[config.mk]
export PLATFORM = sky130hd
export DESIGN_NAME = core_top
export DESIGN_NICKNAME = d
export VERILOG_FILES = /design/src/source/core_pkg.sv /design/src/source/pixel_if.sv /design/src/source/core_top.sv /design/src/source/video_out.sv /design/src/source/dataslot_seq.sv /design/src/source/core_reset_ctrl.sv
export SDC_FILE = /design/constraint.sdc
export NUM_CORES = 1
export LEC_CHECK = 0
export BUFFER_PORTS_ARGS = -buffer_cell sky130_fd_sc_hd__buf_2
export CAP_MARGIN = 10
export CORE_MARGIN = 1.5
export CORE_UTILIZATION = 30
export CTS_CLUSTER_SIZE = 40
export DETAILED_ROUTE_END_ITERATION = 16
export HOLD_SLACK_MARGIN = 0.15
export PLACE_DENSITY_LB_ADDON = 0.12
export SLEW_MARGIN = 20
export SYNTH_ARGS = -nofsm -noshare
export SYNTH_HDL_FRONTEND = slang
export SYNTH_SLANG_ARGS = --single-unit
[constraint.sdc]
create_clock -name clk_sys -period 2.9 [get_ports clk_sys]
set_clock_uncertainty 0.15 [all_clocks]
set_input_delay 0.58 -clock clk_sys [delete_from_list [all_inputs] [get_ports clk_sys]]
set_output_delay 0.58 -clock clk_sys [all_outputs]
set_load 0.005 [all_outputs]
[src/source/core_pkg.sv]
/*
 * core glue package
 * widths, vector typedefs and timing constants shared by the reset,
 * data-slot and video blocks around the soft SoC
 */

`default_nettype none

package core_pkg;

  ////////////////////////////////////////////////////////////////////////////
  // widths

  // pixel formats
  localparam int RGB565_W = 16;
  localparam int RGB888_W = 24;

  // host bus side
  localparam int WORD_W       = 32;
  localparam int SLOT_ID_W    = 16;
  localparam int TABLE_ADDR_W = 10;

  // reset hold timer
  localparam int RESET_COUNT_W = 16;

  ////////////////////////////////////////////////////////////////////////////
  // types

  typedef logic [RGB565_W-1:0]      rgb565_t;
  typedef logic [RGB888_W-1:0]      rgb888_t;
  typedef logic [WORD_W-1:0]        word_t;
  typedef logic [SLOT_ID_W-1:0]     slot_id_t;
  typedef logic [TABLE_ADDR_W-1:0]  table_addr_t;
  typedef logic [RESET_COUNT_W-1:0] reset_count_t;

  ////////////////////////////////////////////////////////////////////////////
  // timing

  // core held in reset this long after a start press
  localparam int RESET_HOLD_CYCLES = 1024;
  // host read strobe length
  localparam int READ_STRETCH_CYCLES = 7;
  // flops per synchronizer
  localparam int SYNC_STAGES = 3;

endpackage

`default_nettype wire
[src/source/pixel_if.sv]
/*
 * pixel bundle from the SoC video generator
 * one RGB565 pixel with its sync and data-enable levels
 */

`timescale 1ns/1ps
`default_nettype none

interface pixel_if;

  // 5-6-5 pixel, r in the top bits
  core_pkg::rgb565_t rgb565;
  // sync levels
  logic hsync;
  logic vsync;
  // active video
  logic de;

  // video output stage only reads the bundle
  modport sink (
    input rgb565,
    input hsync,
    input vsync,
    input de
  );

endinterface

`default_nettype wire

[src/source/core_top.sv]
/*
 * glue logic top level around the soft SoC
 * core reset control, data-slot sequencing and the video output stage,
 * all on clk_sys
 */

`timescale 1ns/1ps
`default_nettype none

module core_top (
  input  wire                    clk_sys,
  input  wire                    rst_n,

  // reset sources
  input  wire                    key_start,
  input  wire                    dl_request,
  input  wire                    dl_all_complete,

  // data slots
  input  wire                    core_read_req,
  input  core_pkg::slot_id_t     slot_id,
  input  core_pkg::word_t        table_q,
  input  wire                    slot_done,

  // pixels from the SoC
  input  core_pkg::rgb565_t      rgb565,
  input  wire                    hsync,
  input  wire                    vsync,
  input  wire                    de,

  output logic                   core_reset,
  output logic                   target_read,
  output core_pkg::table_addr_t  table_addr,
  output core_pkg::word_t        file_size,
  output logic                   slot_complete,

  // to the scaler
  output core_pkg::rgb888_t      video_rgb,
  output logic                   video_hs,
  output logic                   video_vs,
  output logic                   video_de
);

  ////////////////////////////////////////////////////////////////////////////
  // reset control

  core_reset_ctrl core_reset_ctrl_inst (
    .clk_sys         (clk_sys),
    .rst_n           (rst_n),
    .key_start       (key_start),
    .dl_request      (dl_request),
    .dl_all_complete (dl_all_complete),
    .core_reset      (core_reset)
  );

  ////////////////////////////////////////////////////////////////////////////
  // data slots

  dataslot_seq dataslot_seq_inst (
    .clk_sys       (clk_sys),
    .rst_n         (rst_n),
    .core_read_req (core_read_req),
    .slot_id       (slot_id),
    .table_q       (table_q),
    .slot_done     (slot_done),
    .target_read   (target_read),
    .table_addr    (table_addr),
    .file_size     (file_size),
    .slot_complete (slot_complete)
  );

  ////////////////////////////////////////////////////////////////////////////
  // video

  // bundle the loose pixel pins
  pixel_if pix ();

  assign pix.rgb565 = rgb565;
  assign pix.hsync  = hsync;
  assign pix.vsync  = vsync;
  assign pix.de     = de;

  video_out video_out_inst (
    .clk_sys   (clk_sys),
    .rst_n     (rst_n),
    .pix       (pix),
    .video_rgb (video_rgb),
    .video_hs  (video_hs),
    .video_vs  (video_vs),
    .video_de  (video_de)
  );

endmodule

`default_nettype wire

[src/source/video_out.sv]
/*
 * video output stage
 * RGB565 to RGB888 by bit replication, sync delayed one cycle and
 * data-enable widened so the scaler gets a trailing black column
 */

`timescale 1ns/1ps
`default_nettype none

module video_out (
  input  wire                clk_sys,
  input  wire                rst_n,
  pixel_if.sink              pix,
  output core_pkg::rgb888_t  video_rgb,
  output logic               video_hs,
  output logic               video_vs,
  output logic               video_de
);

  ////////////////////////////////////////////////////////////////////////////
  // colour expansion

  logic [4:0]        red5;
  logic [5:0]        grn6;
  logic [4:0]        blu5;
  core_pkg::rgb888_t rgb_expanded;

  assign red5 = pix.rgb565[15:11];
  assign grn6 = pix.rgb565[10:5];
  assign blu5 = pix.rgb565[4:0];

  // top bits refill the low end so full white stays full white
  assign rgb_expanded = {red5, red5[4:2], grn6, grn6[5:4], blu5, blu5[4:2]};

  ////////////////////////////////////////////////////////////////////////////
  // pipeline

  core_pkg::rgb888_t rgb_q;
  logic              de_d1;
  logic              de_d2;

  // expanded pixel lines up with de_d1
  always_ff @(posedge clk_sys) begin
    rgb_q <= rgb_expanded;
  end

  always_ff @(posedge clk_sys) begin
    if (!rst_n) begin
      de_d1    <= 1'b0;
      de_d2    <= 1'b0;
      video_hs <= 1'b0;
      video_vs <= 1'b0;
    end else begin
      de_d1    <= pix.de;
      de_d2    <= de_d1;
      video_hs <= pix.hsync;
      video_vs <= pix.vsync;
    end
  end

  // black outside the delayed active window
  assign video_rgb = de_d1 ? rgb_q : '0;

  // two extra cycles at the end of each run
  assign video_de = pix.de | de_d1 | de_d2;

endmodule

`default_nettype wire

[src/source/dataslot_seq.sv]
/*
 * data-slot read sequencing
 * stretches core read requests into a host strobe, looks up the file
 * size for the slot and turns the host done level into a pulse
 */

`timescale 1ns/1ps
`default_nettype none

module dataslot_seq (
  input  wire                     clk_sys,
  input  wire                     rst_n,
  input  wire                     core_read_req,
  input  core_pkg::slot_id_t      slot_id,
  input  core_pkg::word_t         table_q,
  input  wire                     slot_done,
  output logic                    target_read,
  output core_pkg::table_addr_t   table_addr,
  output core_pkg::word_t         file_size,
  output logic                    slot_complete
);

  localparam int STRETCH_W = $clog2(core_pkg::READ_STRETCH_CYCLES + 1);

  ////////////////////////////////////////////////////////////////////////////
  // read strobe stretcher

  logic                 req_prev;
  logic                 req_rise;
  logic [STRETCH_W-1:0] stretch_count;

  always_ff @(posedge clk_sys) begin
    if (!rst_n) begin
      req_prev <= 1'b0;
    end else begin
      req_prev <= core_read_req;
    end
  end

  assign req_rise = core_read_req & ~req_prev;

  // new edge mid-strobe restarts the count
  always_ff @(posedge clk_sys) begin
    if (!rst_n) begin
      stretch_count <= '0;
    end else if (req_rise) begin
      stretch_count <= STRETCH_W'(core_pkg::READ_STRETCH_CYCLES);
    end else if (stretch_count != '0) begin
      stretch_count <= stretch_count - 1'b1;
    end
  end

  // host samples this, so it must outlast the request
  assign target_read = (stretch_count != '0);

  ////////////////////////////////////////////////////////////////////////////
  // file size lookup

  // size word sits at odd entries, 2*id + 1
  always_ff @(posedge clk_sys) begin
    table_addr <= (slot_id[core_pkg::TABLE_ADDR_W-1:0] << 1) + core_pkg::table_addr_t'(1);
    file_size  <= table_q;
  end

  ////////////////////////////////////////////////////////////////////////////
  // done synchronizer and complete pulse

  logic [core_pkg::SYNC_STAGES-1:0] done_sync;
  logic                             done_prev;

  // done level comes from the host domain
  always_ff @(posedge clk_sys) begin
    if (!rst_n) begin
      done_sync     <= '0;
      done_prev     <= 1'b0;
      slot_complete <= 1'b0;
    end else begin
      done_sync     <= {done_sync[core_pkg::SYNC_STAGES-2:0], slot_done};
      done_prev     <= done_sync[core_pkg::SYNC_STAGES-1];
      // rising edge only, held level stays quiet
      slot_complete <= done_sync[core_pkg::SYNC_STAGES-1] & ~done_prev;
    end
  end

endmodule

`default_nettype wire

[src/source/core_reset_ctrl.sv]
/*
 * core reset control
 * start key press holds the core in reset for a fixed count,
 * a data download holds it from write request to all-complete
 */

`timescale 1ns/1ps
`default_nettype none

module core_reset_ctrl (
  input  wire  clk_sys,
  input  wire  rst_n,
  input  wire  key_start,
  input  wire  dl_request,
  input  wire  dl_all_complete,
  output logic core_reset
);

  ////////////////////////////////////////////////////////////////////////////
  // key synchronizer and press edge

  // key comes from the controller side, not clk_sys
  logic [core_pkg::SYNC_STAGES-1:0] key_sync;
  logic                             key_prev;
  logic                             key_press;

  always_ff @(posedge clk_sys) begin
    if (!rst_n) begin
      key_sync <= '0;
      key_prev <= 1'b0;
    end else begin
      key_sync <= {key_sync[core_pkg::SYNC_STAGES-2:0], key_start};
      key_prev <= key_sync[core_pkg::SYNC_STAGES-1];
    end
  end

  // one cycle on the press only
  assign key_press = key_sync[core_pkg::SYNC_STAGES-1] & ~key_prev;

  ////////////////////////////////////////////////////////////////////////////
  // hold timer

  core_pkg::reset_count_t hold_count;

  // a press while counting reloads
  always_ff @(posedge clk_sys) begin
    if (!rst_n) begin
      hold_count <= '0;
    end else if (key_press) begin
      hold_count <= core_pkg::reset_count_t'(core_pkg::RESET_HOLD_CYCLES);
    end else if (hold_count != '0) begin
      hold_count <= hold_count - 1'b1;
    end
  end

  ////////////////////////////////////////////////////////////////////////////
  // download level

  logic dl_active;

  // set on request, cleared when every slot is in
  always_ff @(posedge clk_sys) begin
    if (!rst_n) begin
      dl_active <= 1'b0;
    end else if (dl_request) begin
      dl_active <= 1'b1;
    end else if (dl_all_complete) begin
      dl_active <= 1'b0;
    end
  end

  // either source keeps the core down
  assign core_reset = dl_active | (hold_count != '0);

endmodule

`default_nettype wire

==> metrics.yaml <==
status: "complete, no violations"
syn_nets: 303
synth_seq_cells: 91
min_period_ns: 2.65
cp_data_arrival_time_ns: 1.92
routed_wl_mm: 5.57
synth-simple-area-share_pct: 17.6
place_area_um2: 3440
post_drt_via_cell_ratio: 4.08
postSynth.asyncResetShare_pct: 0
drc: 0
required_ns: 2.17
max_freq_ghz: 0.378
wl_met1_mm: 2.32
ant_nets: 0
grt_start_max_net_pins: 21
final_area_um2: 3970
initial_core_util_pct: 31.0
yosys.area.top_type_share_pct: 67.5
synthMuxAreaShare_pct: 0.417
routed.top_layer: "met4"
gr-total-overflow: 0
min_period_over_period_pct: 91.3
postSynthAreaPerCell_um2: 11.9
setup_tns_ns: 0
worstHoldStart: "slot_id[4]"
synthFlopType: "dfxtp_1"
grt_pass1_wl_mm: 8.26
port_buffers: 137
setup_viol: 0
synth_top_family_by_area: "simple AND/OR/NAND/NOR gates"
met3WireLength_um: 327
synth_cell_type_count: 37
clkTransAtPathRegs_ns: 0.10
antenna_found_initial: 0
nets: 469
power_density_nw_per_um2: 840
die_area_um2: 9580
num_rows: 34
seq_area_frac_synth_pct: 67.5
synth_top_area_cell: "dfxtp_1"
core_area_um2: 8720
via_count: 2058
rsz0062_at_grt: "false"
hp-class: "primary input to flip-flop"
multi_input_area_um2: 776
drt_iter0_markers: 51
drv_cap: 0
ios: 146
first_pass_iters: 4
fp.dieH_um: 97.9
mostFrequentLayoutCells: "buf_2, dfxtp_1, and2_1, dlygate4sd3_1, nor2_1"
critical_path_class: "flip-flop to output pin"
synth_edf_count: 0
fill_cells: 825
synth_area_leaders: "dfxtp_1, and2_1, xnor2_1"
ff_latch_area_um2: 1820
first_global_vias: 1793
post-route-util_pct: 45.5
drive_gt1_share_pct: 42.1
critPathCaptureType: "output pin"
synthAdderAreaFrac_pct: 1.39
synth_compound_area_share_pct: 5.56
final_common_cell: "buf_2"
grt_usage_pct: 11.1
peakVddDrop_mv: 0.370
clockRootBuffer: "clkbuf_8"
cts_tree: "done"
globalplace.congestion: 0.718
routed-wl-met2_mm: 2.80
wl_per_cell_um: 11.0
drv_slew: 0
startpoint: "core_reset_ctrl_inst.hold_count[11]"
dp_hpwl_mm: 3.81
worstPathMaxFanout: 5
p_leak_uw: 0.00186
synth_area_um2: 2700
antenna_cells: 0
relSlewSlack_pct: 54.3
cp-start-kind: "flip-flop"
worstMarginPinSlew_ns: 0.685
cts_max_level: 3
ys_warn_count: 0
die_x_um: 97.9
netlist_instances: 226
timing.rr.start: "core_reset_ctrl_inst.hold_count[6]"
clock-sinks: 91
numCtsBuffers: 9
cts_buffer_depth: 2
hold_violations: 0
syn2layout_area_growth_pct: 46.8
yosys.area_share.xor_xnor_pct: 3.57
clk_latency_ns: 0.35
registers in the layout, indices dropped and copies added, names as in the netlist, 3 cells and up:
register and count:
dataslot_seq_inst.table_addr 9, video_out_inst.rgb_q 16, dataslot_seq_inst.done_sync 3, core_reset_ctrl_inst.key_sync 3, dataslot_seq_inst.file_size 32, dataslot_seq_inst.stretch_count 3
core_reset_ctrl_inst.hold_count 16
cell usage after synthesis, types with 2 or more instances:
library cell and n:
nand2b_1 3, inv_1 5, or3_1 2, nand2_1 4, dfxtp_1 91, ha_1 3
nor2_1 18, nor4_1 4, nand3_1 2, a211oi_1 2, o21a_1 4, nor2b_1 3
xnor2_1 11, or2_2 2, or3_2 2, clkbuf_1 5, and2_1 31, buf_4 9
a21oi_1 7
cells by family (layout without fill, tap and decap cells):
logic type / count (synthesis) / count (layout)
xor+xnor: 11 / 11
flops: 91 / 91
fa+ha+maj: 3 / 3
mux: 1 / 1
buf+inv: 19 / 190
compound gates: 21 / 21
simple gates: 79 / 79
other cells: 1 / 1
routing by layer:
layer / vias to the layer above / global-route usage (%)
met5: - / 0
met4: 0 / 6.37
met3: 10 / 3.44
met2: 66 / 18.1
met1: 928 / 12.8
li1: 1054 / -
final timing paths:
| kind | end | slack (ns) | cells past startpoint |
|---|---|---|---|
| setup reg to reg | core_reset_ctrl_inst.hold_count[13] | 0.67 | 5 |
| hold reg to reg | dataslot_seq_inst.slot_complete | 0.24 | 1 |
| hold / removal | dataslot_seq_inst.table_addr[5] | 0.17 | 1 |
| setup / recovery | core_reset | 0.25 | 5 |
timing repair:
item                                    in CTS  in global routing
setup buffers                                0                  0
hold endpoints to repair                    18                 13
endpoints found under the setup margin       0                  1
hold buffers                                18                 13
resized for setup                            0                  1
critical path, cell delays in order (launching register included):
cell and delay [ns]:
dfxtp_1 0.36, or4_4 0.57, nor4_4 0.19, nand2_2 0.13, or2_1 0.22, buf_2 0.12
report_power, final:
part | switching (uW) | leakage (uW) | internal, uW
registers | 95.3 | 0.000761 | 1390
logic | 464 | 0.00100 | 487
clock network | 475 | 0.000102 | 419
total | 1030 | 0.00186 | 2300
per-stage QoR:
stage	worst slack (ns)	total power, uW	hold WS (ns)	std cells
2_1_floorplan	0.417	2200	0.217	226
3_3_place_gp	0.455	2420	0.224	458
3_5_place_dp	0.461	2430	0.229	458
4_1_cts	0.0674	3360	0.151	492
5_1_grt	0.0823	3560	0.150	505
6_report	0.253	3330	0.172	505
cell type report:
class | count | share of cell area (%)
clock inverters | 6 | 2.08
multi-input cells | 116 | 19.6
well taps | 108 | 3.41
repair buffers | 169 | 25.3
flip-flops and latches | 91 | 45.9
clock buffers | 10 | 3.22
inverters | 5 | 0.473
Power figures use the tool's default switching activity.
